## src/design/spi_bridge_pkg.sv

```systemverilog
/* SPI memory bridge shared definitions: frame field widths, opcodes and
   the control byte that is read as a command and written back as status */
package spi_bridge_pkg;

   localparam int addr_width  = 8;
   localparam int data_width  = 16;
   localparam int frame_width = 32;

   // Frame layout, LSB first on the wire
   // [31:16] data, [15:8] address, [7:0] opcode inbound or status outbound

   localparam logic [7:0] op_nop   = 8'h00;
   localparam logic [7:0] op_read  = 8'h01;
   localparam logic [7:0] op_write = 8'h02;

   typedef union packed {
      logic [7:0] opcode;             // Command view of an inbound frame
      struct packed {
         logic [4:0] count;           // Frame counter, wraps at 32
         logic       illegal;         // Opcode was not recognized
         logic       was_write;       // Previous command wrote memory
         logic       done;            // Previous command was executed
      } status;                       // Status view of an outbound frame
   } ctl_byte_u;

endpackage
```

## src/design/reg_mem.sv

```systemverilog
/* Single-port synchronous word memory with one cycle of read latency */
`timescale 1ns/1ns
module reg_mem #(
   parameter int mem_depth = 256
) (
   input  logic                                  clk,
   input  logic                                  mem_en,
   input  logic                                  mem_we,
   input  logic [spi_bridge_pkg::addr_width-1:0] mem_addr,
   input  logic [spi_bridge_pkg::data_width-1:0] mem_wdata,
   output logic [spi_bridge_pkg::data_width-1:0] mem_rdata
);

   logic [spi_bridge_pkg::data_width-1:0] mem [mem_depth];

   // A write also returns the new word, so a write access reads back what it stored
   always_ff @(posedge clk) begin
      if (mem_en) begin
         if (mem_we) begin
            mem[mem_addr] <= mem_wdata;
            mem_rdata     <= mem_wdata;
         end else begin
            mem_rdata <= mem[mem_addr];
         end
      end
   end

   addr_in_range: assert property (@(posedge clk)
      mem_en |-> (int'(mem_addr) < mem_depth))
      else $error("Memory access beyond the configured depth");

endmodule

```

## config.mk

```make
export PLATFORM = sky130hd
export DESIGN_NAME = reg_mem
export DESIGN_NICKNAME = d
export VERILOG_FILES = /design/src/design/spi_bridge_pkg.sv /design/src/design/reg_mem.sv
export SDC_FILE = /design/constraint.sdc
export NUM_CORES = 2
export LEC_CHECK = 0
export BUFFER_PORTS_ARGS = -buffer_cell sky130_fd_sc_hd__buf_2
export CELL_PAD_IN_SITES_DETAIL_PLACEMENT = 1
export CELL_PAD_IN_SITES_GLOBAL_PLACEMENT = 2
export CORE_ASPECT_RATIO = 0.8
export CORE_UTILIZATION = 45
export CTS_BUF_LIST = sky130_fd_sc_hd__clkbuf_8
export DETAILED_ROUTE_END_ITERATION = 16
export PLACE_DENSITY = 0.8
export SETUP_SLACK_MARGIN = 0.15
export SLEW_MARGIN = 5
export SYNTH_ARGS = -nofsm -noshare
export SYNTH_HDL_FRONTEND = slang
export SYNTH_SLANG_ARGS = --single-unit
export TNS_END_PERCENT = 10
```

## constraint.sdc

```tcl
create_clock -name clk -period 7.06 [get_ports clk]
set_input_delay 1.059 -clock clk [delete_from_list [all_inputs] [get_ports clk]]
set_output_delay 1.059 -clock clk [all_outputs]
set_load 0.05 [all_outputs]
```

==> flow_metrics.py <==
metrics = {
    "floorplanning": {
        "die_w_um": 665,
        "start_util_pct": 45.3,
        "boundaryPins": 43,
        "die_area_mm2": 0.354,
        "core_mm2": 0.350,
        "die_y_um": 533,
        "rows": 194,
    },
    "timing": {
        "max_freq_ghz": 0.192,
        "max_slew_margin_pct": 2.89,
        "finalCritPeriodShare_pct": 73.6,
        "slew_violations": 0,
        "hold_viol_final": 0,
        "setup_violations": 0,
        "worst_hold_slack_ns": 0.426,
        "rsz0062_at_grt": "false",
        "fin_tns_setup_ns": 0,
        "tightest_slew_ns": 1.45,
        "finalClockSkew_ns": 0.0841,
        "finalCriticalPeriod_ns": 5.20,
    },
    "logic_synthesis": {
        "ys.flop_type": "edfxtp_1",
        "synth_area_mm2": 0.158,
        "synth_most_common_cell": "edfxtp_1",
        "ys_top_cells_by_count": "edfxtp_1 (4112), mux4_2 (977), mux2i_1 (322), nor2_1 (318), buf_2 (140)",
        "synth_edf_count": 4112,
        "synth_seq_area_share_pct": 78.0,
        "synth_nets": 7090,
        "async_flop_share_pct": 0,
        "syn_area_per_cell_um2": 22.4,
        "synth_area_leaders": "edfxtp_1 (78%), mux4_2 (14%), mux2i_1 (2.0%), nor2_1 (0.75%), a22oi_1 (0.57%)",
        "synth_area_leader_cell": "edfxtp_1",
        "yosys.cell_types.count": 61,
        "synthCells": 7063,
        "ys_ff_latch": 4112,
        "synth_top_area_share_pct": 78.0,
        "ys_warn_count": 0,
    },
    "critical_path": {
        "r2r-start": "mem[206][0]$_DFFE_PP_",
        "r2r_end": "mem_rdata[0]$_DFFE_PP_",
        "critPathRequiredTime_ns": 7.85,
        "arrival_ns": 5.99,
        "worstSetupPathType": "input port to flip-flop",
        "crit_buf_inv": 4,
        "critPathSlowestCell": "a2111oi_1",
        "reg2regPathDepth": 8,
        "cp_cell_sequence": "buf_4 > clkinv_2 > buf_4 > mux2i_1 > o22ai_1 > a2111oi_1 > buf_4 > o211ai_1 > o32ai_1 > o41ai_1",
        "ff2ff_setup_slack_ns": 3.07,
        "critPathLaunchType": "input port",
        "crit_path_max_fanout": 28,
        "endpoint_kind": "flip-flop",
        "crit_top_cell": "buf_4",
        "worst_path_dominant_cell_family": "compound AO/OA/AOI/OAI gates",
        "slowest_delay_ns": 1.15,
    },
    "cells_and_area": {
        "drive_gt1_share_pct": 28.7,
        "final_nets": 7779,
        "syn2layout_area_growth_pct": 11.7,
    },
    "power_and_ir_drop": {
        "irDropWorstVdd_mv": 0.265,
        "power_density_mw_per_mm2": 267,
        "cellLeakagePower_nw": 55.8,
    },
    "route": {
        "vias_per_cell": 6.40,
        "antenna_left": 0,
        "routed_wl_um": 474000,
        "routedWlPerCell_um": 36.9,
        "drt_iter0_markers": 14100,
        "vias": 82000,
        "dr.pass1.iters": 6,
        "drc": 0,
    },
    "min_path": {
        "hold_path.class": "input port to flip-flop",
        "min_to": "mem[91][4]$_DFFE_PP_",
        "hold_path_depth": 1,
        "hold_start": "mem_wdata[4]",
    },
    "grt": {
        "grt_usage_pct": 26.4,
        "grt_pass1_vias": 82900,
        "grt_pass1_wl_um": 656000,
        "antenna_found_initial": 39,
        "grt_max_degree": 211,
        "grt-ovfl-total": 0,
    },
    "cts": {
        "cts_tree": "built",
        "cts_buffers": 606,
        "htree_levels": 6,
        "ctsRootBufferMaster": "clkbuf_8",
        "cts.sinks": 4112,
        "cts.clk_slew.worst_paths_ns": 0.07,
        "clk_latency_ns": 1.12,
        "cts_setup_buffers": 0,
        "cts_buffer_depth": 4,
        "post_cts_resized": 0,
        "ctsHoldBuffers": 0,
    },
    "run": {
        "drv_cap": 0,
    },
    "placement": {
        "port_buffers": 42,
        "gp_congestion": 0.879,
        "dp_hpwl_um": 284000,
    },
    "outcome": {
        "status": "finished clean",
    },
}
## where the power goes
part	total, mW	switching [mW]	internal (mW)
Combinational	2.61	1.78	0.823
Sequential	26.9	0.0331	26.9
Clock	17.6	9.27	8.38
Total	47.2	11.1	36.1
## state kept, by name (all words and copies together) (netlist names)
register / count
mem: 4096
mem_rdata: 16
## per-layer routing
metal / vias up / track usage (%) / routed length, um
met4: 12 / 8.45 / 15900
met2: 5919 / 38.5 / 210000
met3: 813 / 7.40 / 63700
met1: 43900 / 38.5 / 185000
li1: 31400 / - / -
met5: - / 0 / 137
## how the worst max path moves through the flow
stage                startpoint                     end  slack [ns]  cells past startpoint
global route        mem_addr[1]  mem_rdata[0]$_DFFE_PP_        2.01                     11
CTS                 mem_addr[1]  mem_rdata[0]$_DFFE_PP_        2.10                     11
global placement    mem_addr[5]  mem_rdata[0]$_DFFE_PP_        1.09                     10
finish              mem_addr[5]  mem_rdata[0]$_DFFE_PP_        1.86                     10
floorplan           mem_addr[1]   mem[163][0]$_DFFE_PP_        2.72                     10
detailed placement  mem_addr[1]  mem_rdata[0]$_DFFE_PP_        1.08                     11
## cells in the final DEF (no fill, tap or decap), types with 17 or more instances in the layout
| cell | Yosys | final |
|---|---|---|
| a211oi_1 | 18 | 18 |
| clkinvlp_4 | 0 | 18 |
| clkbuf_8 | 0 | 630 |
| nor2_2 | 0 | 56 |
| nor2b_1 | 25 | 22 |
| o22ai_1 | 85 | 85 |
| a22oi_1 | 121 | 121 |
| a21oi_1 | 100 | 100 |
| mux2_2 | 77 | 77 |
| nand2_1 | 97 | 96 |
| mux4_2 | 977 | 977 |
| o21ai_0 | 62 | 62 |
| a31oi_1 | 18 | 18 |
| nor2_1 | 318 | 255 |
| mux2i_1 | 322 | 322 |
| edfxtp_1 | 4112 | 4112 |
| nor3_1 | 43 | 34 |
| buf_2 | 140 | 22 |
| a221oi_1 | 22 | 22 |
| buf_12 | 0 | 29 |
| inv_1 | 5 | 203 |
| clkinv_1 | 1 | 145 |
| a22o_1 | 17 | 17 |
| nand3_1 | 53 | 49 |
| diode_2 | 0 | 20 |
| o22a_1 | 18 | 18 |
| clkinv_2 | 0 | 55 |
| buf_4 | 93 | 415 |
## layout make-up
type,instances,area [um^2]
fill,31000,173000
timing repair buffer,486,4090
clock inverter,441,2070
inverter,7,27.5
tap,4606,5760
multi-input combinational,2539,32800
clock buffer,618,8510
sequential,4112,123000
antenna,20,50.0
## kinds of logic (layout without fill, tap and decap cells)
group | Yosys count | after routing | synth area share [%]
mux | 1376 | 1376 | 16.5
compound gates | 538 | 538 | 2.31
flops | 4112 | 4112 | 78.0
simple gates | 625 | 625 | 1.76
buf+inv | 412 | 1552 | 1.46
other cells | 0 | 20 | 0
## per-stage QoR
step	instance area, um^2	instances	utilization [%]	power (mW)	worst slack [ns]
global route	177000	12800	50.6	48.3	2.01
finish	177000	12800	50.6	47.2	1.86
detailed placement	166000	11700	47.5	30.0	1.08
global placement	166000	11700	47.5	29.9	1.09
CTS	177000	12800	50.6	47.3	2.10
floorplan	158000	7063	-	28.7	2.72
No activity file was read; power rests on OpenSTA's default activity.
