--- src/design/spi_bridge_pkg.sv ---
/* SPI memory bridge shared definitions: frame field widths, opcodes and
   the control byte that is read as a command and written back as status */
package spi_bridge_pkg;

   localparam int addr_width  = 8;
   localparam int data_width  = 16;
   localparam int frame_width = 32;

   // Frame layout, LSB first on the wire
   // [31:16] data, [15:8] address, [7:0] opcode inbound or status outbound

   localparam logic [7:0] op_nop   = 8'h00;
   localparam logic [7:0] op_read  = 8'h01;
   localparam logic [7:0] op_write = 8'h02;

   typedef union packed {
      logic [7:0] opcode;             // Command view of an inbound frame
      struct packed {
         logic [4:0] count;           // Frame counter, wraps at 32
         logic       illegal;         // Opcode was not recognized
         logic       was_write;       // Previous command wrote memory
         logic       done;            // Previous command was executed
      } status;                       // Status view of an outbound frame
   } ctl_byte_u;

endpackage
--- src/design/spi_slave.sv ---
/* SPI slave in mode 0. Shifts 32-bit frames in on MOSI, LSB first, and
   sends the reply loaded by the command engine out on MISO in the next frame */
`timescale 1ns/1ns
module spi_slave #(
   parameter int sync_stages = 2
) (
   input  logic                                   clk,
   input  logic                                   reset,
   input  logic                                   spi_sck,
   input  logic                                   spi_ss,
   input  logic                                   spi_mosi,
   output logic                                   spi_miso,
   input  logic                                   reply_load,
   input  logic [spi_bridge_pkg::frame_width-1:0] reply_word,
   output logic                                   frame_valid,
   output logic [spi_bridge_pkg::frame_width-1:0] frame_word
);

   logic [sync_stages-1:0] sck_sync;
   logic [sync_stages-1:0] ss_sync;
   logic [sync_stages-1:0] mosi_sync;
   logic                   sck_d;
   logic                   ss_d;
   logic                   sck_rise;
   logic                   sck_fall;
   logic                   ss_rise;
   logic                   ss_fall;
   logic                   bit_take;
   logic                   last_bit;
   logic [4:0]             bit_cnt;
   logic [spi_bridge_pkg::frame_width-1:0] rx_shift;
   logic [spi_bridge_pkg::frame_width-1:0] tx_shift;
   logic [spi_bridge_pkg::frame_width-1:0] reply_hold;

   assign sck_rise = sck_sync[sync_stages-1] & ~sck_d;
   assign sck_fall = ~sck_sync[sync_stages-1] & sck_d;
   assign ss_rise  = ss_sync[sync_stages-1] & ~ss_d;
   assign ss_fall  = ~ss_sync[sync_stages-1] & ss_d;
   assign bit_take = sck_rise & ~ss_d & ~ss_rise;
   assign last_bit = bit_take & (bit_cnt == 5'd31);

   assign spi_miso = tx_shift[0] & ~ss_d;   // Held low outside a frame

   always_ff @(posedge clk) begin
      if (reset) begin
         sck_sync  <= '0;
         ss_sync   <= '1;                    // Idle bus has SS high
         mosi_sync <= '0;
         sck_d     <= 1'b0;
         ss_d      <= 1'b1;
      end else begin
         sck_sync  <= {sck_sync[sync_stages-2:0], spi_sck};
         ss_sync   <= {ss_sync[sync_stages-2:0], spi_ss};
         mosi_sync <= {mosi_sync[sync_stages-2:0], spi_mosi};
         sck_d     <= sck_sync[sync_stages-1];
         ss_d      <= ss_sync[sync_stages-1];
      end
   end

   always_ff @(posedge clk) begin
      if (reset) begin
         bit_cnt     <= '0;
         frame_valid <= 1'b0;
      end else begin
         frame_valid <= last_bit;
         if (ss_fall || ss_rise) begin
            bit_cnt <= '0;
         end else if (bit_take) begin
            bit_cnt <= bit_cnt + 5'd1;
         end
      end
   end

   always_ff @(posedge clk) begin
      if (bit_take) begin
         rx_shift <= {mosi_sync[sync_stages-1], rx_shift[spi_bridge_pkg::frame_width-1:1]};
      end
      if (last_bit) begin
         frame_word <= {mosi_sync[sync_stages-1], rx_shift[spi_bridge_pkg::frame_width-1:1]};
      end
   end

   always_ff @(posedge clk) begin
      if (reset) begin
         reply_hold <= '0;
      end else if (reply_load) begin
         reply_hold <= reply_word;
      end
   end

   // Bit 0 of the reply is on MISO before the first SCK edge of the frame
   always_ff @(posedge clk) begin
      if (ss_fall) begin
         tx_shift <= reply_hold;
      end else if (sck_fall && !ss_d) begin
         tx_shift <= {1'b0, tx_shift[spi_bridge_pkg::frame_width-1:1]};
      end
   end

   frame_in_window: assert property (@(posedge clk) disable iff (reset)
      frame_valid |-> !ss_sync[sync_stages-1])
      else $error("Frame strobe outside an SS window");

endmodule

--- config.mk ---
export PLATFORM = sky130hd
export DESIGN_NAME = spi_slave
export DESIGN_NICKNAME = d
export VERILOG_FILES = /design/src/design/spi_bridge_pkg.sv /design/src/design/spi_slave.sv
export SDC_FILE = /design/constraint.sdc
export NUM_CORES = 1
export LEC_CHECK = 0
export BUFFER_PORTS_ARGS = -buffer_cell sky130_fd_sc_hd__clkbuf_2
export CORE_ASPECT_RATIO = 0.9
export CORE_MARGIN = 5
export CORE_UTILIZATION = 53
export CTS_BUF_LIST = sky130_fd_sc_hd__clkbuf_4
export DETAILED_ROUTE_END_ITERATION = 8
export PLACE_DENSITY_LB_ADDON = 0.2
export SYNTH_ARGS = -nofsm -noshare
export SYNTH_HDL_FRONTEND = slang
export SYNTH_SLANG_ARGS = --single-unit
export TNS_END_PERCENT = 10
--- constraint.sdc ---
create_clock -name clk -period 8.41 [get_ports clk]
set_input_delay 0.841 -clock clk [delete_from_list [all_inputs] [get_ports clk]]
set_output_delay 0.841 -clock clk [all_outputs]
set_load 0.02 [all_outputs]
==> results.md <==
- R2R setup slack: 5.78 ns
- Final wirelength: 7420 um
- GRT Util Overall: 14.3%
- Row cnt: 33
- Tcrit/Tclk final: 31.2%
- PD cells: 231 mW/mm^2
- H-Tree Depth: 4
- Clock transition at path regs: 0.12 ns
- Logic pwr share: 3.5%
- Area of the multi-input gates: 0.00103 sq mm
- Synth Area per Inst: 16.9 sq um
- Core ar.: 0.00904 sq mm
- Initial antenna violation count: 0
- Most used DFF post-synth: edfxtp_1
- Setup CP Type: register to register
- # port buffers: 71
- Synthesized flop and latch total: 141
- Total die area: 0.0112 sq mm
- Asr flop ratio synth: 0%
- Post-synthesis cell type count: 24
- DRC viols: 0
- Hold Vio Cnt, Final: 0
- Placed cell count: 472
- Leak pwr: 2.23 nW
- Register area share after synthesis: 77.5%
- Mux cell area share after synthesis: 13.7%
- Vias in the first global route: 2405
- Post-CTS Hold Buffers: 0
- Clock Sinks: 141
- CTS Root Cell: clkbuf_4
- Power, Total: 1.31 mW
- Net Count, Synth: 331
- Maxcap violations: 0
- Hold_ws: 0.421 ns
- Wire per inst: 14.7 um
- CP Launch Type: register
- Setup TNS: 0 ns
- Synth Area in Compound Gates: 0.822%
- Initial core utilization: 53.9%
- DR vias/cell: 4.89
- Final RePlAce weighted congestion: 0.661
- Synth Area in Simple Gates: 5.34%
- Post-synthesis adder-cell area fraction: 1.03%
- Max_slew headroom: 27.2%
- Switching Share: 20.4%
- Largest family of logic cells by synthesized area: multiplexers
- Die height: 101 um
- CP startpoint: ss_d
- Most frequent cells in the layout: edfxtp_1, clkbuf_2, dfxtp_1
- EDFF count, synth: 95
- TritonCTS clock tree: done
- Mapped Cells: 289
- Longest Clk Path Bufs: 2
- Worst EP required: 8.57 ns
- Die W: 111 um
- NetSw: 0.269 mW
- Hold Startpoint: ss_sync[0]
- Largest net degree at the start of global routing: 43
- TritonRoute pass-1 iters: 4
- Maximum VDD drop: 0.119 mV
- Post_cts resized: 0
- Commonest non-fill, non-tap cell in the layout: edfxtp_1
- Ant. Diodes: 0
- Reg-to-Reg End: frame_word[28]
- Fill cells: 689
- Sequential group share of total power: 57.6%
- Clock power share: 38.9%
- R2R cell count: 7
- Status: finished, final reports clean
- RSZ-0062 raised after global routing: no
- Mapped cell area: 0.00487 sq mm
- Dpl hpwl: 4450 um
- GRT Residual Overflow: 0
- Antenna-violating nets left: 0
- CP endpoint kind: register
- Area Growth Syn to Fin: 17.1%
- Pint: 1.05 mW
- Layout cell share with drive strength beyond 1: 36.9%
- Worst-case clock skew: 0.0205 ns
- WP data arrival: 2.78 ns
- Synth Area in XOR/XNOR: 0.180%
- Clk_lat worst skew: 0.50 ns
- Vias post-DR: 2464
- Hold EP: ss_sync[1]
- F_max: 0.381 GHz
- Max FO, Critical Path: 35
- Iteration-0 DRC Markers: 93
- Tmin final: 2.63 ns
- Fin cells: 504
- Setup Viol. Count Final: 0
- Min-Delay Path Class: register to register
- Fin nets: 411
- Syn. warnings: 0
- Cts bufs inserted: 17
- Tightest Pin Transition: 1.09 ns
- Number of post-CTS setup repair buffers: 0
- IO Pins: 72
- Sequential Area: 0.00377 sq mm
- Worst r2r src: ss_d
- Global-route wire length before repair: 12300 um
- Pins Over Slew Limit: 0
- Worst Hold Depth: 1
[through the flow]
stage | instance area [sq um] | setup slack (ns) | util (%)
after floorplan | 4870 | 5.22 | -
after global placement | 5350 | 5.85 | 59.1
after detailed placement | 5350 | 5.81 | 59.1
after CTS | 5700 | 5.76 | 63.1
after global routing | 5700 | 5.60 | 63.1
final | 5700 | 5.78 | 63.1
[layer usage]
| metal | track usage, % | wire [um] | up-vias |
|---|---|---|---|
| li1 | - | - | 1210 |
| met1 | 18.3 | 3420 | 1194 |
| met2 | 22.3 | 3540 | 55 |
| met3 | 5.46 | 385 | 5 |
| met4 | 5.89 | 79 | 0 |
| met5 | 0 | 0 | - |
[registers in the layout (all words and copies together), names as in the netlist]
name / count
reply_hold: 32
ss_d: 1
sck_sync: 2
frame_valid: 1
tx_shift: 32
mosi_sync: 2
bit_cnt: 5
ss_sync: 2
rx_shift: 31
sck_d: 1
frame_word: 32
[critical path, stage by stage (launching register included)]
cell	delay, ns
dfxtp_1	0.42
inv_1	0.06
ha_1	0.17
or4b_1	0.57
inv_1	0.09
buf_4	0.39
and2_1	0.20
buf_4	0.37
[cells by family after synthesis]
family          after synthesis
compound gates                7
simple gates                 56
xor+xnor                      1
mux                          63
buf+inv                      17
fa+ha+maj                     4
flops                       141
[cell usage after synthesis (2+ instances only)]
library cell | n | share of area, %
edfxtp_1 | 95 | 59
dfxtp_1 | 46 | 19
nor2_1 | 34 | 2.6
mux2i_1 | 32 | 6.6
mux2_2 | 31 | 7.2
clkbuf_1 | 6 | 0.46
nor2b_1 | 6 | 0.77
a21oi_1 | 4 | 0.41
buf_2 | 4 | 0.41
ha_1 | 4 | 1.0
inv_1 | 4 | 0.31
nand2_1 | 4 | 0.31
buf_1 | 3 | 0.23
or2_2 | 3 | 0.39
and2_1 | 2 | 0.26
o21ai_0 | 2 | 0.21
or3_1 | 2 | 0.26
[area by class of cell]
type                       instances  area share, %
clock buffer                      18           2.37
clock inverter                    14           3.84
inverter                           4          0.263
multi-input combinational        131           18.0
sequential                       141           66.2
tap                              122           2.68
timing repair buffer              74           6.63
[how the worst max path moves through the flow]
stage	end	slack, ns
3_3_place_gp	frame_word[17]	5.85
3_5_place_dp	frame_word[26]	5.81
4_1_cts	frame_word[5]	5.76
2_1_floorplan	frame_word[0]	5.22
5_1_grt	frame_word[28]	5.60
6_report	frame_word[28]	5.78
[power groups by stage]
stage / combinational [mW] / clock [mW] / sequential (mW)
global route: 0.0528 / 0.558 / 0.759
detailed placement: 0.0473 / 0 / 0.772
global placement: 0.0462 / 0 / 0.772
finish: 0.0465 / 0.511 / 0.757
CTS: 0.0475 / 0.526 / 0.757
floorplan: 0.0330 / 0 / 0.770
Note: power is estimated with default switching activity, not from simulation.
