### config.mk
export PLATFORM = sky130hd
export DESIGN_NAME = mem_arbiter
export DESIGN_NICKNAME = d
export VERILOG_FILES = /design/src/design/spi_bridge_pkg.sv /design/src/design/mem_arbiter.sv
export SDC_FILE = /design/constraint.sdc
export NUM_CORES = 1
export LEC_CHECK = 0
export BUFFER_PORTS_ARGS = -buffer_cell sky130_fd_sc_hd__buf_2
export CAP_MARGIN = 15
export CELL_PAD_IN_SITES_DETAIL_PLACEMENT = 1
export CELL_PAD_IN_SITES_GLOBAL_PLACEMENT = 1
export CORE_MARGIN = 4
export CORE_UTILIZATION = 16
export DETAILED_ROUTE_END_ITERATION = 10
export PLACE_DENSITY = 0.93
export RECOVER_POWER = 50
export SLEW_MARGIN = 20
export SYNTH_ARGS = -nofsm -noshare
export SYNTH_HDL_FRONTEND = slang
export SYNTH_SLANG_ARGS = --single-unit
### constraint.sdc
create_clock -name clk -period 2 [get_ports clk]
set_clock_uncertainty 0.05 [all_clocks]
set_input_delay 0.2 -clock clk [delete_from_list [all_inputs] [get_ports clk]]
set_output_delay 0.2 -clock clk [all_outputs]
set_load 0.01 [all_outputs]
### src/design/spi_bridge_pkg.sv
/* SPI memory bridge shared definitions: frame field widths, opcodes and
   the control byte that is read as a command and written back as status */
package spi_bridge_pkg;

   localparam int addr_width  = 8;
   localparam int data_width  = 16;
   localparam int frame_width = 32;

   // Frame layout, LSB first on the wire
   // [31:16] data, [15:8] address, [7:0] opcode inbound or status outbound

   localparam logic [7:0] op_nop   = 8'h00;
   localparam logic [7:0] op_read  = 8'h01;
   localparam logic [7:0] op_write = 8'h02;

   typedef union packed {
      logic [7:0] opcode;             // Command view of an inbound frame
      struct packed {
         logic [4:0] count;           // Frame counter, wraps at 32
         logic       illegal;         // Opcode was not recognized
         logic       was_write;       // Previous command wrote memory
         logic       done;            // Previous command was executed
      } status;                       // Status view of an outbound frame
   } ctl_byte_u;

endpackage
### src/design/mem_arbiter.sv
/* Round-robin arbiter that puts the SPI command engine and the host port
   onto one memory port and routes read data back */
`timescale 1ns/1ns
module mem_arbiter (
   input  logic                                  clk,
   input  logic                                  reset,
   input  logic                                  spi_req,
   input  logic                                  spi_we,
   input  logic [spi_bridge_pkg::addr_width-1:0] spi_addr,
   input  logic [spi_bridge_pkg::data_width-1:0] spi_wdata,
   output logic                                  spi_gnt,
   output logic [spi_bridge_pkg::data_width-1:0] spi_rdata,
   input  logic                                  host_req,
   input  logic                                  host_we,
   input  logic [spi_bridge_pkg::addr_width-1:0] host_addr,
   input  logic [spi_bridge_pkg::data_width-1:0] host_wdata,
   output logic                                  host_gnt,
   output logic [spi_bridge_pkg::data_width-1:0] host_rdata,
   output logic                                  host_rvalid,
   output logic                                  mem_en,
   output logic                                  mem_we,
   output logic [spi_bridge_pkg::addr_width-1:0] mem_addr,
   output logic [spi_bridge_pkg::data_width-1:0] mem_wdata,
   input  logic [spi_bridge_pkg::data_width-1:0] mem_rdata
);

   logic last_host;
   logic spi_elig;
   logic host_elig;
   logic pick_spi;
   logic pick_host;

   // A side holding its grant is not eligible again until it drops req
   assign spi_elig  = spi_req & ~spi_gnt;
   assign host_elig = host_req & ~host_gnt;
   assign pick_spi  = spi_elig & (~host_elig | last_host);
   assign pick_host = host_elig & ~pick_spi;

   always_ff @(posedge clk) begin
      if (reset) begin
         spi_gnt     <= 1'b0;
         host_gnt    <= 1'b0;
         host_rvalid <= 1'b0;
         last_host   <= 1'b0;
      end else begin
         spi_gnt     <= pick_spi;
         host_gnt    <= pick_host;
         host_rvalid <= host_gnt;           // Memory answers one cycle after the grant
         if (pick_spi || pick_host) begin
            last_host <= pick_host;
         end
      end
   end

   assign mem_en    = spi_gnt | host_gnt;
   assign mem_we    = spi_gnt ? spi_we : (host_gnt & host_we);
   assign mem_addr  = spi_gnt ? spi_addr : host_addr;
   assign mem_wdata = spi_gnt ? spi_wdata : host_wdata;

   assign spi_rdata  = mem_rdata;
   assign host_rdata = mem_rdata;

   one_grant: assert property (@(posedge clk) disable iff (reset)
      !(spi_gnt && host_gnt))
      else $error("Both sides granted in one cycle");

   spi_gnt_req: assert property (@(posedge clk) disable iff (reset)
      spi_gnt |-> spi_req)
      else $error("SPI grant without a request");

   host_gnt_req: assert property (@(posedge clk) disable iff (reset)
      host_gnt |-> host_req)
      else $error("Host grant without a request");

endmodule

==> flow_metrics.py, run 1 <==
metrics = {
    "detailed_routing": {
        "postRouteWirelength_um": 2270,
        "drc": 0,
        "ant_nets": 0,
        "wire_per_inst_um": 12.7,
        "firstDrtPassIters": 3,
        "vias": 697,
        "drt_iter0_markers": 11,
        "post_drt_via_cell_ratio": 3.89,
    },
    "yosys": {
        "async_flop_share": 0,
        "yosys_warnings": 0,
        "syn_area_um2": 722,
        "synth_mux_area_frac": 0.406,
        "synth_edf_count": 0,
        "synthFlopType": "dfxtp_1",
        "synth_top_family_by_area": "multiplexers",
        "synthXorXnorAreaFrac": 0,
        "synth_most_common_cell": "buf_4",
        "synth_largest_area_cell": "buf_4",
        "yosys_register_bits": 4,
        "synth-simple-area-share": 0.0728,
        "synth_compound_gate_area_share": 0.0347,
        "seq_area_frac_synth": 0.111,
        "synth_commonest_cells": "buf_4 (32), mux2_2 (18), mux2_4 (6), dfxtp_1 (4)",
        "ys_types": 17,
        "synthCells": 75,
        "syn_area_per_cell_um2": 9.63,
        "synth_fa_ha_area_frac": 0,
        "synthTopCellsByArea": "buf_4 (33%), mux2_2 (28%), mux2_4 (12%)",
        "yosys.area.top_type_share": 0.333,
        "syn_nets": 145,
    },
    "outcome": {
        "status": "complete, no violations",
    },
    "worst_setup_path": {
        "reg2reg_to": "last_host",
        "r2r_start": "spi_gnt",
        "worst_ep_arrival_time_ns": 1.33,
        "slowest_delay_ns": 0.37,
        "r2r_setup_slack_ns": 0.84,
        "r2r_cells": 3,
        "crit_fanout": 20,
        "crit_type": "reg -> out",
        "slowest_stage": "mux2_2",
        "cp-end-kind": "primary output",
        "path_cells": "buf_4 -> mux2_2 -> buf_2",
        "critPathLaunchType": "flip-flop",
        "required_ns": 1.75,
    },
    "clock_tree": {
        "clk_path_buf_depth": 2,
        "clk_latency_ns": 0.21,
        "numCtsBuffers": 3,
        "h-tree-depth": 1,
        "postCtsSetupRepairBufs": 0,
        "cts_hold_buf": 0,
        "ctsResizeCount": 0,
        "cts-root-buf": "clkbuf_8",
        "cts_tree": "built",
        "cts_sinks": 4,
        "clk_pin_slew_ns": 0.03,
    },
    "power": {
        "vdd_drop_max_uv": 176,
        "leakagePower_nw": 0.533,
        "powerDensity_mw_per_mm2": 465,
    },
    "hold_path": {
        "whs_path_depth": 2,
        "holdPathEnd": "last_host",
        "min_from": "reset",
        "hold_path.class": "in -> reg",
    },
    "global_routing": {
        "track_usage": 0.0741,
        "antenna_found_initial": 0,
        "grt_max_degree": 21,
        "overflow": 0,
        "grt_pass1_vias": 736,
        "grt_pass1_wl_um": 3170,
    },
    "floorplanning": {
        "start_util": 0.166,
        "rows": 24,
        "die_area_mm2": 0.00565,
        "die_h_um": 75.2,
        "core-area_mm2": 0.00435,
        "pin_count": 131,
        "dieWidth_um": 75.2,
    },
    "timing": {
        "finalSetupTns_ns": 0,
        "slew_violations": 0,
        "max_slew_margin": 0.826,
        "fin_crit_sh": 0.790,
        "post-route-min-period_ns": 1.58,
        "setup_viol": 0,
        "max_freq_mhz": 633,
        "hold_violations": 0,
        "tightest_slew_ns": 0.261,
        "rsz0062_at_grt": "no",
    },
    "layout": {
        "fin_util": 0.226,
        "regArea_um2": 80.1,
        "n_antenna_cell": 0,
        "multi_input_area_um2": 370,
        "layout.nets": 199,
        "fillCellCount": 541,
        "area_delta_synth_final_pct": 36.6,
        "drive_above_1_share": 0.890,
    },
    "job": {
        "drv_cap": 0,
    },
    "placed_design": {
        "portBuffers": 82,
        "dpl.hpwl_um": 2040,
        "routabilityCongestion": 0.591,
    },
}
## how the worst max path moves through the flow
stage               startpoint             to  depth (start not counted)
floorplan              spi_gnt  mem_wdata[10]                          3
global placement       spi_gnt  mem_wdata[13]                          3
detailed placement     spi_gnt    mem_addr[2]                          3
CTS                    spi_gnt    mem_addr[2]                          3
global route           spi_gnt    mem_addr[3]                          3
finish                 spi_gnt    mem_addr[2]                          3
## per-layer routing
metal | GRT usage | wire length, µm | part of all wire | vias up
li1 | - | - | - | 326
met1 | 0.0680 | 703 | 0.31 | 318
met2 | 0.146 | 1260 | 0.56 | 47
met3 | 0.0227 | 261 | 0.12 | 6
met4 | 0.0350 | 43 | 0.019 | 0
met5 | 0 | 0 | 0 | -
## cells in the final DEF (no fill, tap or decap)
| master | synthesis | final |
|---|---|---|
| or2_1 | 1 | 1 |
| nor3b_2 | 1 | 1 |
| nor3_1 | 1 | 1 |
| nor2b_1 | 1 | 1 |
| and3b_1 | 1 | 1 |
| buf_4 | 32 | 2 |
| nand2b_1 | 1 | 1 |
| o21a_1 | 1 | 1 |
| clkbuf_8 | 0 | 3 |
| a211oi_2 | 1 | 1 |
| mux2_2 | 18 | 18 |
| mux2_4 | 6 | 6 |
| nand2_1 | 2 | 2 |
| o21ai_0 | 1 | 1 |
| buf_2 | 1 | 82 |
| inv_1 | 1 | 1 |
| dfxtp_1 | 4 | 4 |
## layout make-up
class                           instances  area share
Inverter                                1     0.00381
Tap cell                               52      0.0660
Clock buffer                            3      0.0419
Timing Repair Buffer                   84       0.431
Multi-Input combinational cell         35       0.376
Sequential cell                         4      0.0812
## cell families after synthesis
group | after synthesis
AND/OR/NAND/NOR | 8
buffers and inverters | 36
multiplexers | 24
flip-flops | 4
AO/OA/AOI/OAI | 3
## state kept, by name, summed over array words and instances (netlist names)
signal and flops:
host_gnt 1, host_rvalid 1, last_host 1, spi_gnt 1
## critical path: cells and delay by family, from the launching register on
family,cells,cell delay [ns]
buffers and inverters,2,0.42
DFF,1,0.32
muxes,1,0.37
## stage by stage
| step | setup slack (ns) | total power [mW] | cell area (µm²) | std cells | hold WS [ns] |
|---|---|---|---|---|---|
| 6_report | 0.421 | 0.459 | 986 | 179 | 0.164 |
| 5_1_grt | 0.353 | 0.492 | 986 | 179 | 0.188 |
| 4_1_cts | 0.405 | 0.471 | 986 | 179 | 0.160 |
| 3_5_place_dp | 0.634 | 0.298 | 945 | 176 | 0.350 |
| 3_3_place_gp | 0.674 | 0.290 | 945 | 176 | 0.350 |
| 2_1_floorplan | 0.749 | 0.262 | 722 | 75 | 0.215 |
## power breakdown
part / switching [mW] / internal (mW) / total [mW]
registers: 0.00360 / 0.0857 / 0.0893
clock network: 0.0383 / 0.128 / 0.166
logic: 0.0842 / 0.119 / 0.203
Power figures use the tool's default switching activity.
==> run 2, diff against run 1 <==
--- a/config.mk
+++ b/config.mk
@@ -5,14 +5,15 @@
 export SDC_FILE = /design/constraint.sdc
 export NUM_CORES = 1
 export LEC_CHECK = 0
+export ABC_AREA = 1
 export BUFFER_PORTS_ARGS = -buffer_cell sky130_fd_sc_hd__buf_2
 export CAP_MARGIN = 15
 export CELL_PAD_IN_SITES_DETAIL_PLACEMENT = 1
 export CELL_PAD_IN_SITES_GLOBAL_PLACEMENT = 1
 export CORE_MARGIN = 4
-export CORE_UTILIZATION = 16
+export CORE_UTILIZATION = 13
 export DETAILED_ROUTE_END_ITERATION = 10
-export PLACE_DENSITY = 0.93
+export PLACE_DENSITY = 0.88
 export RECOVER_POWER = 50
 export SLEW_MARGIN = 20
 export SYNTH_ARGS = -nofsm -noshare
==> constraint.sdc (replaced) <==
create_clock -name clk -period 1.3 [get_ports clk]
set_clock_uncertainty 0.05 [all_clocks]
set_input_delay 0.13 -clock clk [delete_from_list [all_inputs] [get_ports clk]]
set_output_delay 0.13 -clock clk [all_outputs]
set_load 0.01 [all_outputs]
==> flow_metrics.py, run 2 <==
metrics = {
    "layout": {
        "layout.nets": 257,
        "layout_common_cells": "buf_2 (82), nand2_1 (72), nand2_2 (5)",
        "area_delta_synth_final_pct": 54.7,
        "layout_commonest_cell": "buf_2",
        "fin_util": 0.207,
        "final_cells": 257,
        "n_antenna_cell": 0,
        "final_area_mm2": 0.00114,
        "drive_above_1_share": 0.562,
    },
    "floorplanning": {
        "rows": 27,
        "dieWidth_um": 83.3,
        "core-area_mm2": 0.00551,
        "start_util": 0.134,
        "die_h_um": 83.3,
        "pin_count": 131,
        "die_area_mm2": 0.00694,
    },
    "placed_design": {
        "routabilityCongestion": 0.694,
        "dpl.hpwl_um": 2120,
        "dp.cells": 249,
        "dpl_cell_area_um2": 972,
        "portBuffers": 82,
    },
    "timing": {
        "slew_violations": 0,
        "max_freq_mhz": 783,
        "max_slew_margin": 0.884,
        "setup_viol": 0,
        "tightest_slew_ns": 0.174,
        "post-route-min-period_ns": 1.28,
        "hold_violations": 0,
        "rsz0062_at_grt": "yes",
        "finalSetupTns_ns": 0,
        "fin_crit_sh": 0.983,
    },
    "detailed_routing": {
        "drt_iter0_markers": 15,
        "top_layer": "met4",
        "postRouteWirelength_um": 2880,
        "drt-met1-wl_um": 1030,
        "wl_met2_um": 1610,
        "firstDrtPassIters": 2,
        "drc": 0,
        "ant_nets": 0,
        "post_drt_via_cell_ratio": 3.63,
        "met3_length_um": 225,
        "wire_per_inst_um": 11.2,
        "vias": 933,
    },
    "yosys": {
        "syn_area_um2": 737,
        "synth-simple-area-share": 0.445,
        "syn_area_per_cell_um2": 5.67,
        "synth_compound_gate_area_share": 0.0187,
        "ys_types": 14,
        "synth_edf_count": 0,
        "synth_fa_ha_area_frac": 0,
        "synth_largest_area_cell": "nand2_1",
        "synthXorXnorAreaFrac": 0,
        "synth_mux_area_frac": 0,
        "async_flop_share": 0,
        "synthTopCellsByArea": "nand2_1 (39%), buf_4 (34%), dfxtp_1 (11%)",
        "yosys_register_bits": 4,
        "seq_area_frac_synth": 0.109,
        "synth_commonest_cells": "nand2_1 (77), buf_4 (33), buf_6 (4), dfxtp_1 (4)",
        "yosys_warnings": 0,
        "synthFlopType": "dfxtp_1",
        "synthCells": 130,
        "synth_most_common_cell": "nand2_1",
        "syn_nets": 200,
        "yosys.area.top_type_share": 0.392,
        "synth_top_family_by_area": "simple AND/OR/NAND/NOR gates",
    },
    "power": {
        "powerDensity_mw_per_mm2": 682,
        "power_mw": 0.777,
        "vdd_drop_max_uv": 542,
        "leakagePower_nw": 0.701,
    },
    "clock_tree": {
        "clk_pin_slew_ns": 0.03,
        "clk_latency_ns": 0.22,
        "clk_path_buf_depth": 2,
        "h-tree-depth": 1,
        "cts_tree": "built",
        "cts_hold_buf": 0,
        "cts-root-buf": "clkbuf_8",
        "numCtsBuffers": 3,
        "cts_sinks": 4,
    },
    "worst_setup_path": {
        "critPathLaunchType": "flip-flop",
        "required_ns": 1.12,
        "cp-end-kind": "primary output",
        "worst_ep_arrival_time_ns": 1.10,
        "r2r_cells": 6,
        "r2r_setup_slack_ns": 0.31,
        "reg2reg_to": "spi_gnt",
        "r2r_start": "spi_gnt",
        "crit_fanout": 8,
        "crit_type": "reg -> out",
    },
    "hold_path": {
        "min_from": "reset",
        "whs_path_depth": 2,
        "holdPathEnd": "spi_gnt",
        "hold_path.class": "in -> reg",
    },
    "global_routing": {
        "grt_pass1_vias": 974,
        "grt_pass1_wl_um": 4280,
        "overflow": 0,
        "grt_max_degree": 28,
        "antenna_found_initial": 0,
        "track_usage": 0.0749,
    },
    "job": {
        "drv_cap": 0,
    },
    "outcome": {
        "status": "complete, no violations",
    },
}
## run 2: cell count changes in the layout (fill, tap and decap cells not counted), moves of 3 or more
cell     delta
buf_12      +3
mux2_2     -18
mux2_4      -6
nand2_1    +70
nand2_2     +5
## run 2: layout make-up
cell class	instances	area (µm²)
tap	72	90.1
timing repair buffer	88	513
sequential	4	83.8
clock buffer	3	41.3
fill	732	4370
multi-input combinational	85	359
inverter	4	41.3
timing repair inverter	1	11.3
## run 2: stage by stage
step / setup slack (ns) / hold WS (ns)
after floorplan: 0.295 / 0.147
after global placement: 0.208 / 0.210
after detailed placement: 0.189 / 0.210
after CTS: 0.00221 / 0.0686
after global routing: -0.0205 / 0.0708
final: 0.0226 / 0.0739
## run 2: worst max-delay path, stage by stage (launching register included)
cell     delay [ns]
dfxtp_4        0.36
buf_12         0.15
buf_12         0.13
nand2_1        0.05
nand2_1        0.06
buf_2          0.12
## run 2: worst max-delay path by stage
stage / start / to / slack (ns)
floorplan: spi_gnt / mem_wdata[10] / 0.29
global placement: spi_gnt / mem_we / 0.21
detailed placement: spi_gnt / mem_we / 0.19
CTS: spi_gnt / mem_we / 0.002
global route: spi_gnt / mem_wdata[3] / -0.02
finish: spi_gnt / mem_addr[5] / 0.02
## run 2: timing repair
action	4_1_cts	5_1_grt
cloned	1	1
resized for setup	2	10
setup endpoints to repair	25	25
pin swaps	0	3
buffers inserted	0	3
## run 2: report_power, final
group	internal, mW	switching [mW]	leakage [nW]
clock network	0.198	0.0661	0.0216
logic	0.184	0.192	0.646
registers	0.131	0.00669	0.0336
total	0.513	0.264	0.701
## run 2: logic make-up after synthesis
kind of cell	count (synthesis)
AO/OA/AOI/OAI	2
buffers and inverters	41
flip-flops	4
AND/OR/NAND/NOR	83
## run 2: per-layer routing
| layer | vias to the layer above | track usage |
|---|---|---|
| li1 | 466 | - |
| met1 | 418 | 0.0646 |
| met2 | 43 | 0.157 |
| met3 | 6 | 0.0248 |
| met4 | 0 | 0.0238 |
| met5 | - | 0 |
