--- config.mk ---
export PLATFORM = sky130hd
export DESIGN_NAME = spi_cmd_engine
export DESIGN_NICKNAME = d
export VERILOG_FILES = /design/src/design/spi_bridge_pkg.sv /design/src/design/spi_cmd_engine.sv
export SDC_FILE = /design/constraint.sdc
export NUM_CORES = 1
export LEC_CHECK = 0
export ABC_AREA = 1
export ABC_CLOCK_PERIOD_IN_PS = 3800
export BUFFER_PORTS_ARGS = -buffer_cell sky130_fd_sc_hd__clkbuf_2
export CORE_MARGIN = 1.5
export CORE_UTILIZATION = 53
export CTS_BUF_LIST = sky130_fd_sc_hd__clkbuf_4 sky130_fd_sc_hd__clkbuf_8
export DETAILED_ROUTE_END_ITERATION = 8
export PLACE_DENSITY = 0.87
export RECOVER_POWER = 25
export SETUP_SLACK_MARGIN = 0.05
export SYNTH_ARGS = -nofsm -noshare
export SYNTH_HDL_FRONTEND = slang
export SYNTH_SLANG_ARGS = --single-unit
--- constraint.sdc ---
create_clock -name clk -period 3.8 [get_ports clk]
set_input_delay 0.19 -clock clk [delete_from_list [all_inputs] [get_ports clk]]
set_output_delay 0.19 -clock clk [all_outputs]
set_load 0.005 [all_outputs]
--- src/design/spi_bridge_pkg.sv ---
/* SPI memory bridge shared definitions: frame field widths, opcodes and
   the control byte that is read as a command and written back as status */
package spi_bridge_pkg;

   localparam int addr_width  = 8;
   localparam int data_width  = 16;
   localparam int frame_width = 32;

   // Frame layout, LSB first on the wire
   // [31:16] data, [15:8] address, [7:0] opcode inbound or status outbound

   localparam logic [7:0] op_nop   = 8'h00;
   localparam logic [7:0] op_read  = 8'h01;
   localparam logic [7:0] op_write = 8'h02;

   typedef union packed {
      logic [7:0] opcode;             // Command view of an inbound frame
      struct packed {
         logic [4:0] count;           // Frame counter, wraps at 32
         logic       illegal;         // Opcode was not recognized
         logic       was_write;       // Previous command wrote memory
         logic       done;            // Previous command was executed
      } status;                       // Status view of an outbound frame
   } ctl_byte_u;

endpackage
--- src/design/spi_cmd_engine.sv ---
/* Command engine. Decodes each SPI frame, runs the memory read or write
   through the arbiter and builds the status reply for the next frame */
`timescale 1ns/1ns
module spi_cmd_engine (
   input  logic                                   clk,
   input  logic                                   reset,
   input  logic                                   frame_valid,
   input  logic [spi_bridge_pkg::frame_width-1:0] frame_word,
   output logic                                   req,
   output logic                                   we,
   output logic [spi_bridge_pkg::addr_width-1:0]  addr,
   output logic [spi_bridge_pkg::data_width-1:0]  wdata,
   input  logic                                   gnt,
   input  logic [spi_bridge_pkg::data_width-1:0]  rdata,
   output logic                                   reply_load,
   output logic [spi_bridge_pkg::frame_width-1:0] reply_word
);

   localparam logic [1:0] st_idle  = 2'd0;
   localparam logic [1:0] st_grant = 2'd1;
   localparam logic [1:0] st_rdata = 2'd2;

   spi_bridge_pkg::ctl_byte_u                 cmd_byte;
   spi_bridge_pkg::ctl_byte_u                 status_byte;
   logic [1:0]                                state;
   logic [4:0]                                frame_cnt;
   logic [4:0]                                cnt_next;
   logic                                      is_read;
   logic                                      is_write;
   logic                                      is_nop;
   logic                                      load_next;
   logic [spi_bridge_pkg::addr_width-1:0]     frame_addr;
   logic [spi_bridge_pkg::data_width-1:0]     frame_data;
   logic [spi_bridge_pkg::addr_width-1:0]     reply_addr;
   logic [spi_bridge_pkg::data_width-1:0]     reply_data;

   assign cmd_byte   = frame_word[7:0];
   assign frame_addr = frame_word[8 +: spi_bridge_pkg::addr_width];
   assign frame_data = frame_word[8+spi_bridge_pkg::addr_width +: spi_bridge_pkg::data_width];
   assign is_read    = (cmd_byte.opcode == spi_bridge_pkg::op_read);
   assign is_write   = (cmd_byte.opcode == spi_bridge_pkg::op_write);
   assign is_nop     = (cmd_byte.opcode == spi_bridge_pkg::op_nop);
   assign cnt_next   = frame_cnt + 5'd1;

   // Frames without a memory access are answered right away
   assign load_next = (state == st_idle && frame_valid && !is_read && !is_write) ||
                      (state == st_grant && gnt && we) ||
                      (state == st_rdata);

   assign reply_addr = (state == st_idle) ? frame_addr : addr;
   assign reply_data = (state == st_rdata) ? rdata :
                       (state == st_grant) ? wdata : '0;

   always_comb begin
      status_byte.status.done      = 1'b1;
      status_byte.status.was_write = we;
      status_byte.status.illegal   = 1'b0;
      status_byte.status.count     = frame_cnt;
      if (state == st_idle) begin
         status_byte.status.done      = is_nop;
         status_byte.status.was_write = 1'b0;
         status_byte.status.illegal   = !is_nop;
         status_byte.status.count     = cnt_next;   // Counter updates on this same edge
      end
   end

   always_ff @(posedge clk) begin
      if (reset) begin
         state      <= st_idle;
         req        <= 1'b0;
         reply_load <= 1'b0;
         frame_cnt  <= '0;
      end else begin
         reply_load <= load_next;
         case (state)
            st_idle: begin
               if (frame_valid) begin
                  frame_cnt <= cnt_next;
                  if (is_read || is_write) begin
                     req   <= 1'b1;
                     state <= st_grant;
                  end
               end
            end
            st_grant: begin
               if (gnt) begin
                  req   <= 1'b0;
                  state <= we ? st_idle : st_rdata;
               end
            end
            default: state <= st_idle;
         endcase
      end
   end

   always_ff @(posedge clk) begin
      if (state == st_idle && frame_valid) begin
         we    <= is_write;
         addr  <= frame_addr;
         wdata <= frame_data;
      end
      if (load_next) begin
         reply_word <= {reply_data, reply_addr, status_byte};
      end
   end

   req_held: assert property (@(posedge clk) disable iff (reset)
      $rose(req) |=> req ##1 (gnt || $past(gnt)))
      else $error("Request not held until a grant within two cycles");

   no_overrun: assert property (@(posedge clk) disable iff (reset)
      frame_valid |-> state == st_idle)
      else $error("SPI frame arrived while a command was still running");

endmodule

==> results of run 1 <==
## cells in the mapped netlist, drive strengths merged
library cell / number / area (sq um)
a21oi: 8 / 43.8
a31oi: 2 / 12.5
buf: 6 / 43.8
clkbuf: 1 / 3.75
dfxtp: 9 / 180
edfxtp: 57 / 1710
ha: 1 / 12.5
inv: 18 / 70.1
nand2: 75 / 287
nand3: 23 / 120
nor2: 6 / 48.8
nor3: 1 / 5.00
o21ai: 10 / 53.8
or2: 1 / 6.26
xor2: 4 / 35.0
## area by class of cell
cell class | count | area [sq um] | area share [%]
sequential | 66 | 1890 | 55.8
multi-input combinational | 131 | 624 | 18.4
timing repair buffer | 111 | 532 | 15.7
clock buffer | 10 | 131 | 3.87
tap | 67 | 83.8 | 2.47
inverter | 18 | 70.1 | 2.07
clock inverter | 6 | 57.6 | 1.70
## metal layers
layer,wire length (um),part of all wire [%]
met4,79,1.3
met1,2290,38
met2,3190,52
met5,0,0
met3,538,8.8
## kinds of logic (layout without fill, tap and decap cells)
logic type / Yosys count / in the layout / share of synthesized area [%]
xor+xnor: 4 / 4 / 1.33
fa+ha+maj: 1 / 1 / 0.475
simple gates: 106 / 106 / 17.7
flops: 66 / 66 / 71.8
buf+inv: 25 / 145 / 4.47
compound gates: 20 / 20 / 4.18
## worst paths after layout
kind,to,cells past startpoint
max reg2reg,reply_word[28]$_DFFE_PP_,6
min,wdata[15]$_DFFE_PN_,1
min reg2reg,req$_SDFFE_PP0P_,2
max,reply_word[28]$_DFFE_PP_,6
## worst reg2reg max path, stage by stage, from the launching register on
cell	delay [ns]
dfxtp_1	0.59
nor2_8	0.37
nand2_2	0.16
inv_2	0.48
nand2_1	0.16
nand3_1	0.16
buf_4	0.39
## metrics by stage
step / area [sq um] / worst slack (ns)
2_1_floorplan: 2630 / 1.48
3_3_place_gp: 3230 / 1.31
3_5_place_dp: 3230 / 1.19
4_1_cts: 3420 / 1.17
5_1_grt: 3390 / 1.00
6_report: 3390 / 1.17
## power by group
group,leakage [nW],switching [mW],internal [mW]
clock,0.0908,0.248,0.304
combinational,0.808,0.0579,0.0467
sequential,0.640,0.0186,0.827
## registers in the layout, summed over array words and instances, names as in the netlist
signal      count
frame_cnt       5
req             1
addr            8
wdata          16
we              1
reply_word     32
state           2
reply_load      1
==> metrics.md, run 1 <==
| Metric | Value |
|---|---|
| Die X | between 70 and 80 um |
| Clock root cell | clkbuf_8 |
| Met2 global-route usage | around two fifths |
| Area growth syn-to-layout | 28.7% |
| Met3 Use GR | 6.04% |
| TritonCTS buffer count | 9 |
| # H-tree levels | 3 |
| Max-cap violation count | 0 |
| Final hold vios | 0 |
| Max Root-Sink Buffers | 2 |
| Total power | 1.50 mW |
| CTS tree | yes |
| CP max FO | 30 |
| Critical Path Max Stage Delay | between 0.5 and 0.6 ns |
| Tcrit/Tclk final | between 60% and 70% |
| Crit-path slowest cell | dfxtp_1 |
| Hold-fix buffers at CTS | 0 |
| Required time of the critical path | roughly 3.8 ns |
| Setup crit end kind | flop |
| Global-route wire length before repair | 8.86 mm |
| CP Cell Sequence | nor2_8 > nand2_2 > inv_2 > nand2_1 > nand3_1 > buf_4 |
| CTS Sinks | between 60 and 70 |
| Global placer's final weighted congestion | ~0.86 |
| Fillers | 347 |
| Post-route ant nets | 0 |
| Grt ovf | 0 |
| Worst Path Buf+Inv | 2 |
| Register bit count reported by yosys | 66 |
| Final setup fails | 0 |
| Final Max Tran Viols | 0 |
| Reg2reg start | state[1]$_SDFFE_PP0P_ |
| Syn nets | approximately 280 |
| Initial antenna violation count | 0 |
| Slew @ Worst Pin | approximately 0.86 ns |
| Busiest grt layer | met2 |
| Post-CTS Setup Inserts | 0 |
| Starting DRT DRC Count | between 150 and 200 |
| Largest net degree at the start of global routing | 31 |
| Routed wire length | between 6 and 7 mm |
| Post-synthesis cell type count | 27 |
| Max Freq | between 0.3 and 0.4 GHz |
| Inst Count DP | just under 400 |
| P per Cell Area | approximately 440 mW/mm^2 |
| Slew HR | approximately 43% |
| RSZ-0062 raised after global routing | no |
| Static leakage | 1.54 nW |
| Post_cts resized | 0 |
| Crit path max-delay family | buffers and inverters |
| FP Rows | 25 |
| Port Buffers | 110 |
| Status | complete, no violations |
| Seq/Total Area, Yosys | a little under three quarters |
| Avg WL per Cell | 14.9 um |
| Starting Density | ~55% |
| Hold_sp | frame_word[31] |
| Met1 Usage GRT | 23.9% |
| Worst-Skew Late Latency | approximately 0.33 ns |
| Share of layout cells above drive strength 1 | ~34% |
| HPWL Detailed | about 4.3 mm |
| Crit Path Class | flop to flop |
| DRT Pass-1 Iters | 5 |
| Vias/cell | about 5.2 |
| Reg2Reg Setup Slack | 1.17 ns |
| Final clock skew | between 0.008 and 0.009 ns |
| WHS | about 0.029 ns |
| CP Launch Point | state[1]$_SDFFE_PP0P_ |
| Total GRT Usage | about 23% |
| # IOs | roughly 110 |
| Most frequent cells in the layout | 89 x clkbuf_2, 73 x nand2_1, 57 x edfxtp_1 |
| Fin nets | 390 |
| CP arrival | roughly 2.6 ns |
| Cell Area, Synth | about 0.0026 sq mm |
| Warning count from the yosys run | 0 |
| Worst VDD drop | roughly 0.26 mV |
| Hold Crit Class | input port to flop |
| Worst-path clk slew | around 0.070 ns |
| Ant diodes | 0 |
| Post-Layout Cell Count | between 400 and 500 |
| DRC viols | 0 |
| Syn_area_per_cell | between 10 and 15 sq um |
| Fin Setup TNS | 0 ns |
| Total die area | between 0.005 and 0.006 sq mm |
| Final Core Density | 71.3% |
| Syn Inst Count | around 220 |
| Via count | 2114 |
| Vias in the first global route | about 2000 |
| Core Box Area | about 0.0048 sq mm |
| Startpoint types | flop |
| Crit path time final | approximately 2.6 ns |
| Most common cell after layout, fill and taps aside | clkbuf_2 |
| Die height | 73.5 um |
Power figures use the tool's default switching activity.
==> run 2, diff against run 1 <==
--- a/config.mk
+++ b/config.mk
@@ -6,13 +6,13 @@
 export NUM_CORES = 1
 export LEC_CHECK = 0
 export ABC_AREA = 1
-export ABC_CLOCK_PERIOD_IN_PS = 3800
+export ABC_CLOCK_PERIOD_IN_PS = 2400
 export BUFFER_PORTS_ARGS = -buffer_cell sky130_fd_sc_hd__clkbuf_2
 export CORE_MARGIN = 1.5
-export CORE_UTILIZATION = 53
+export CORE_UTILIZATION = 44
 export CTS_BUF_LIST = sky130_fd_sc_hd__clkbuf_4 sky130_fd_sc_hd__clkbuf_8
 export DETAILED_ROUTE_END_ITERATION = 8
-export PLACE_DENSITY = 0.87
+export PLACE_DENSITY = 0.77
 export RECOVER_POWER = 25
 export SETUP_SLACK_MARGIN = 0.05
 export SYNTH_ARGS = -nofsm -noshare
==> constraint.sdc (replaced) <==
create_clock -name clk -period 2.4 [get_ports clk]
set_input_delay 0.12 -clock clk [delete_from_list [all_inputs] [get_ports clk]]
set_output_delay 0.12 -clock clk [all_outputs]
set_load 0.005 [all_outputs]
==> metrics.md, run 2 (synthesis results as in run 1) <==
| Metric | Value |
|---|---|
| Avg WL per Cell | roughly 14 um |
| Final Max Tran Viols | 0 |
| Via count | 2132 |
| Reg2reg end | reply_word[14]$_DFFE_PP_ |
| Startpoint types | flop |
| RSZ-0062 raised after global routing | no |
| Reg2reg start | state[1]$_SDFFE_PP0P_ |
| Most common cell after layout, fill and taps aside | clkbuf_2 |
| Starting Density | between 40% and 50% |
| TritonCTS buffer count | 9 |
| Final hold vios | 0 |
| Die X | roughly 80 um |
| Clock root cell | clkbuf_8 |
| Area growth syn-to-layout | 39.4% |
| Total die area | approximately 0.0065 sq mm |
| Reg2Reg Setup Slack | 0.42 ns |
| Core Box Area | 0.00564 sq mm |
| Global-route wire length before repair | ~9.3 mm |
| FP Rows | 27 |
| Total GRT Usage | 19.7% |
| Footprint of the multi-input gates | between 600 and 700 sq um |
| Status | complete, no violations |
| Worst VDD drop | a little under 0.4 mV |
| Worst-path clk slew | approximately 0.07 ns |
| Hold_sp | reset |
| Max Freq | about 0.5 GHz |
| Required time of the critical path | between 2 and 2.5 ns |
| Slew @ Worst Pin | 0.796 ns |
| Starting DRT DRC Count | 99 |
| Worst-Skew Late Latency | 0.33 ns |
| Share of layout cells above drive strength 1 | around a third |
| Post_cts resized | 0 |
| # IOs | around 110 |
| CP max FO | 32 |
| Hold Crit Depth | 2 |
| Vias in the first global route | roughly 2100 |
| Die height | roughly 80 um |
| Setup crit end kind | flop |
| Fin Setup TNS | 0 ns |
| Final setup fails | 0 |
| Vias/cell | about 4.8 |
| Global placer's final weighted congestion | a little under 0.8 |
| Crit Path Class | flop to flop |
| Hold Crit Class | input port to flop |
| Reg with most FFs | reply_word |
| CP arrival | 1.80 ns |
| DRC viols | 0 |
| CTS tree | yes |
| DRT Pass-1 Iters | 4 |
| Max reg flops | 32 |
| Reg area | roughly 0.0019 sq mm |
| Final WS setup | about 0.42 ns |
| # H-tree levels | 3 |
| Routed wire length | between 6 and 7 mm |
| Pre-CTS WS | between 0.4 and 0.5 ns |
| Port Buffers | 110 |
| Final clock skew | ~0.0058 ns |
| Largest net degree at the start of global routing | 33 |
| Static leakage | 1.68 nW |
| P per Cell Area | 659 mW/mm^2 |
| WHS | 0.0330 ns |
| Biggest regs | reply_word: 32 flops, wdata: 16 flops, addr: 8 flops |
| Slew HR | approximately 47% |
| Tcrit/Tclk final | ~80% |
| Fin nets | between 400 and 500 |
| Total power | 2.42 mW |
| Max Root-Sink Buffers | 2 |
| Most frequent cells in the layout | 94 x clkbuf_2, 73 x nand2_1, 57 x edfxtp_1 |
| Fillers | between 400 and 500 |
| Worst-case hold path end point | req$_SDFFE_PP0P_ |
| CTS Sinks | 66 |
| Grt ovf | 0 |
| Post-route ant nets | 0 |
| Initial antenna violation count | 0 |
| Max-cap violation count | 0 |
| FF-to-FF path depth | 4 |
| HPWL Detailed | ~4.3 mm |
| Crit path time final | 1.98 ns |
| Ant diodes | 0 |
[run 2: metrics by stage]
| stage | utilization [%] | instance area, sq um | cells |
|---|---|---|---|
| final | 65.1 | 3670 | 441 |
| after global routing | 65.1 | 3670 | 441 |
| after CTS | 65.4 | 3690 | 441 |
| after detailed placement | 57.8 | 3260 | 401 |
| after global placement | 57.8 | 3260 | 401 |
| after floorplan | - | 2630 | 222 |
[run 2: layout make-up]
class                           count  area share, %
Sequential cell                    66           51.5
Timing Repair Buffer              138           21.8
Multi-Input combinational cell    131           17.1
Clock buffer                       10           3.58
Tap cell                           72           2.45
Inverter                           18           1.91
Clock inverter                      6           1.57
[run 2: how the worst max path moves through the flow]
stage | startpoint | endpoint | depth (start not counted)
finish | state[1]$_SDFFE_PP0P_ | reply_word[14]$_DFFE_PP_ | 4
detailed placement | state[1]$_SDFFE_PP0P_ | reply_word[10]$_DFFE_PP_ | 4
CTS | state[1]$_SDFFE_PP0P_ | reply_word[3]$_DFFE_PP_ | 4
global placement | state[1]$_SDFFE_PP0P_ | reply_word[9]$_DFFE_PP_ | 4
global route | state[1]$_SDFFE_PP0P_ | reply_word[18]$_DFFE_PP_ | 4
floorplan | state[1]$_SDFFE_PP0P_ | reply_word[0]$_SDFFCE_PP1P_ | 6
[run 2: what timing repair did]
action	4_1_cts	5_1_grt
buffers inserted	0	0
hold endpoints to repair	24	0
hold buffers	24	0
[run 2: critical path, cell delays in order, from the launching register on]
cell and delay, ns:
dfxtp_1 0.45, buf_4 0.26, nor2_4 0.06, nand3_2 0.07, nand3_2 0.62
[run 2: layer usage]
layer / global-route usage, % / up-vias / share of wire, %
li1: - / 1037 / -
met1: 22.1 / 983 / 39
met2: 35.2 / 100 / 52
met3: 5.00 / 12 / 7.1
met4: 8.62 / 0 / 1.8
met5: 0 / - / 0
[run 2: power breakdown]
| part | switching, mW | internal [mW] | total, mW |
|---|---|---|---|
| sequential | 0.0287 | 1.31 | 1.34 |
| clock | 0.400 | 0.484 | 0.884 |
| combinational | 0.0976 | 0.0997 | 0.197 |
| total | 0.527 | 1.89 | 2.42 |
==> run 3, diff against run 2 <==
--- a/config.mk
+++ b/config.mk
@@ -5,14 +5,14 @@
 export SDC_FILE = /design/constraint.sdc
 export NUM_CORES = 1
 export LEC_CHECK = 0
-export ABC_AREA = 1
-export ABC_CLOCK_PERIOD_IN_PS = 2400
+export ABC_AREA = 0
+export ABC_CLOCK_PERIOD_IN_PS = 2000
 export BUFFER_PORTS_ARGS = -buffer_cell sky130_fd_sc_hd__clkbuf_2
 export CORE_MARGIN = 1.5
-export CORE_UTILIZATION = 44
+export CORE_UTILIZATION = 48
 export CTS_BUF_LIST = sky130_fd_sc_hd__clkbuf_4 sky130_fd_sc_hd__clkbuf_8
 export DETAILED_ROUTE_END_ITERATION = 8
-export PLACE_DENSITY = 0.77
+export PLACE_DENSITY = 0.81
 export RECOVER_POWER = 25
 export SETUP_SLACK_MARGIN = 0.05
 export SYNTH_ARGS = -nofsm -noshare
==> constraint.sdc (replaced) <==
create_clock -name clk -period 2 [get_ports clk]
set_input_delay 0.1 -clock clk [delete_from_list [all_inputs] [get_ports clk]]
set_output_delay 0.1 -clock clk [all_outputs]
set_load 0.005 [all_outputs]
==> metrics.md, run 3 <==
| Metric | Value |
|---|---|
| Status | complete, no violations |
| Largest net degree at the start of global routing | 33 |
| Number of enable flip-flop cells after synthesis | 57 |
| Core Box Area | approximately 0.0048 sq mm |
| Crit path time final | about 1.9 ns |
| Max Freq | roughly 0.54 GHz |
| Reg2reg start | state[0]$_SDFFE_PP0P_ |
| Seq/Total Area, Yosys | 76.6% |
| Synth Flop Type | edfxtp_1 |
| CP Cell Sequence | or3b_1 > clkinvlp_4 > o41ai_4 > nand2_4 |
| Warning count from the yosys run | 0 |
| Initial antenna violation count | 0 |
| Cell accounting for the most synthesized area | edfxtp_1 |
| Max-cap violation count | 0 |
| Ant diodes | 0 |
| Fin nets | ~340 |
| Slew HR | 71.5% |
| Startpoint types | flop |
| RSZ-0062 raised after global routing | no |
| Starting DRT DRC Count | roughly 110 |
| HPWL Detailed | approximately 4 mm |
| Final setup fails | 0 |
| Synth top area cells | edfxtp_1 69%, dfxtp_1 7.3%, a22o_1 5.7%, mux2_2 4.1%, a21oi_1 1.4% |
| Ys async rst share | 0% |
| Post-synth top area share | approximately 69% |
| Total power | about 2.9 mW |
| Most common cell after layout, fill and taps aside | clkbuf_2 |
| Reg2Reg Setup Slack | between 0.1 and 0.15 ns |
| DRT Pass-1 Iters | 4 |
| Vias/cell | 5.04 |
| # IOs | 111 |
| Avg WL per Cell | approximately 16 um |
| Worst-Skew Late Latency | around 0.33 ns |
| Vias in the first global route | approximately 1800 |
| Global placer's final weighted congestion | slightly below 0.8 |
| Critical Path Max Stage Delay | between 0.5 and 0.6 ns |
| Synth cell count leaders | 57 x edfxtp_1, 16 x a22o_1, 9 x dfxtp_1, 9 x mux2_2, 7 x a21oi_1 |
| CP arrival | around 1.8 ns |
| Syn nets | 201 |
| Reg2reg end | reply_word[25]$_DFFE_PP_ |
| Register bit count reported by yosys | 66 |
| Routed wire length | about 5.7 mm |
| Crit-path slowest cell | or3b_1 |
| Via count | 1829 |
| Fin Setup TNS | 0 ns |
| Post-Layout Cell Count | 363 |
| Max reg flops | 32 |
| Worst Path Buf+Inv | 1 |
| Worst-case hold path end point | frame_cnt[1]$_SDFFE_PP0N_ |
| Final clock skew | 0.00977 ns |
| Inst Count DP | roughly 320 |
| Max Root-Sink Buffers | 2 |
| Slew @ Worst Pin | about 0.43 ns |
| Die X | 74.7 um |
| Post-synthesis cell type count | 31 |
| Grt ovf | 0 |
| Total GRT Usage | between 20% and 30% |
| DP Area | approximately 0.0031 sq mm |
| Hold Crit Class | input port to flop |
| Syn_area_per_cell | between 15 and 20 sq um |
| Final hold vios | 0 |
| Final Max Tran Viols | 0 |
| Final Core Density | ~73% |
| P per Cell Area | 823 mW/mm^2 |
| Post-route ant nets | 0 |
| Required time of the critical path | between 1.5 and 2 ns |
| Area growth syn-to-layout | 44.2% |
| Static leakage | 1.48 nW |
| CTS tree | yes |
| Syn Inst Count | about 150 |
| Port Buffers | 110 |
| CP max FO | 32 |
| Most frequent cells in the layout | 91 x clkbuf_2, 57 x edfxtp_1, 24 x dlygate4sd3_1 |
| Tcrit/Tclk final | 92.5% |
| Global-route wire length before repair | ~8.2 mm |
| FP Rows | 25 |
| Cell Area, Synth | 0.00247 sq mm |
| Setup crit end kind | flop |
| DRC viols | 0 |
| Hold Crit Depth | 2 |
| Die height | roughly 75 um |
| Post-CTS Setup Inserts | 0 |
| Crit path max-delay family | simple AND/OR/NAND/NOR gates |
| Crit Path Class | flop to flop |
| # H-tree levels | 3 |
| Final instance area | about 0.0036 sq mm |
| Worst-path clk slew | ~0.06 ns |
| Reg with most FFs | reply_word |
| CTS Sinks | 66 |
| Hold_sp | reset |
| Biggest regs | reply_word: 32 flops, wdata: 16 flops, addr: 8 flops |
| Most frequent cell after synthesis | edfxtp_1 |
| TritonCTS buffer count | 9 |
| FF-to-FF path depth | 4 |
| Clock root cell | clkbuf_8 |
| Starting Density | 50.9% |
| Total die area | between 0.005 and 0.006 sq mm |
| Share of layout cells above drive strength 1 | a little over two fifths |
| Worst VDD drop | 0.494 mV |
[run 3: cell count changes after synthesis, sizes merged, moves of 2 or more]
cell | before | now
nor3 | 1 | 3
inv | 18 | 2
or3 | 0 | 3
mux2 | 0 | 9
nor2b | 0 | 2
nor2 | 6 | 3
clkbuf | 1 | 4
o21ai | 10 | 3
a22o | 0 | 16
nand2 | 75 | 6
nand3 | 23 | 2
buf | 6 | 3
xnor2 | 0 | 3
[run 3: area by class of cell]
cell class,instances,area [sq um]
Multi-Input combinational cell,73,564
Tap cell,67,83.8
Clock buffer,13,160
Timing Repair Buffer,139,808
Sequential cell,66,1890
Inverter,2,11.3
Fill cell,322,1290
Clock inverter,3,40.0
[run 3: where the power goes]
group	switching [mW]	total [mW]	internal, mW
sequential	0.0309	1.60	1.57
combinational	0.105	0.228	0.123
clock	0.459	1.11	0.648
total	0.595	2.93	2.34
[run 3: stage by stage]
stage,setup slack (ns),hold WS (ns)
global route,0.0675,0.0520
finish,0.150,0.0726
global placement,0.201,0.279
detailed placement,0.172,0.279
floorplan,0.0138,0.199
CTS,0.165,0.0540
[run 3: what timing repair did]
action	in CTS	in global routing
hold buffers	24	0
endpoints found under the setup margin	0	1
hold endpoints to repair	24	0
resized for setup	0	1
[run 3: metal layers]
metal	wire, um	vias up	track usage, %
met3	276	13	6.16
met1	2160	885	23.1
met4	127	0	14.3
met2	3180	69	34.8
met5	0	-	0
li1	-	862	-
[run 3: worst max-delay path by stage]
stage                     depth (start not counted)                   from  slack (ns)                           to
after CTS                                         4  state[0]$_SDFFE_PP0P_        0.16     reply_word[23]$_DFFE_PP_
after detailed placement                          4          frame_word[3]        0.17     reply_word[26]$_DFFE_PP_
after floorplan                                   5  state[1]$_SDFFE_PP0P_        0.01  reply_word[0]$_SDFFCE_PP1P_
after global placement                            4          frame_word[3]        0.20     reply_word[28]$_DFFE_PP_
final                                             4  state[0]$_SDFFE_PP0P_        0.15     reply_word[25]$_DFFE_PP_
after global routing                              4  state[0]$_SDFFE_PP0P_        0.07     reply_word[25]$_DFFE_PP_
[run 3: kinds of logic (layout without fill, tap and decap cells)]
kind of cell	after synthesis	count (layout)	synth area share (%)
mux	9	9	4.11
flops	66	66	76.6
compound gates	30	30	8.97
simple gates	27	27	6.08
buf+inv	9	157	1.57
xor+xnor	6	6	2.13
fa+ha+maj	1	1	0.507
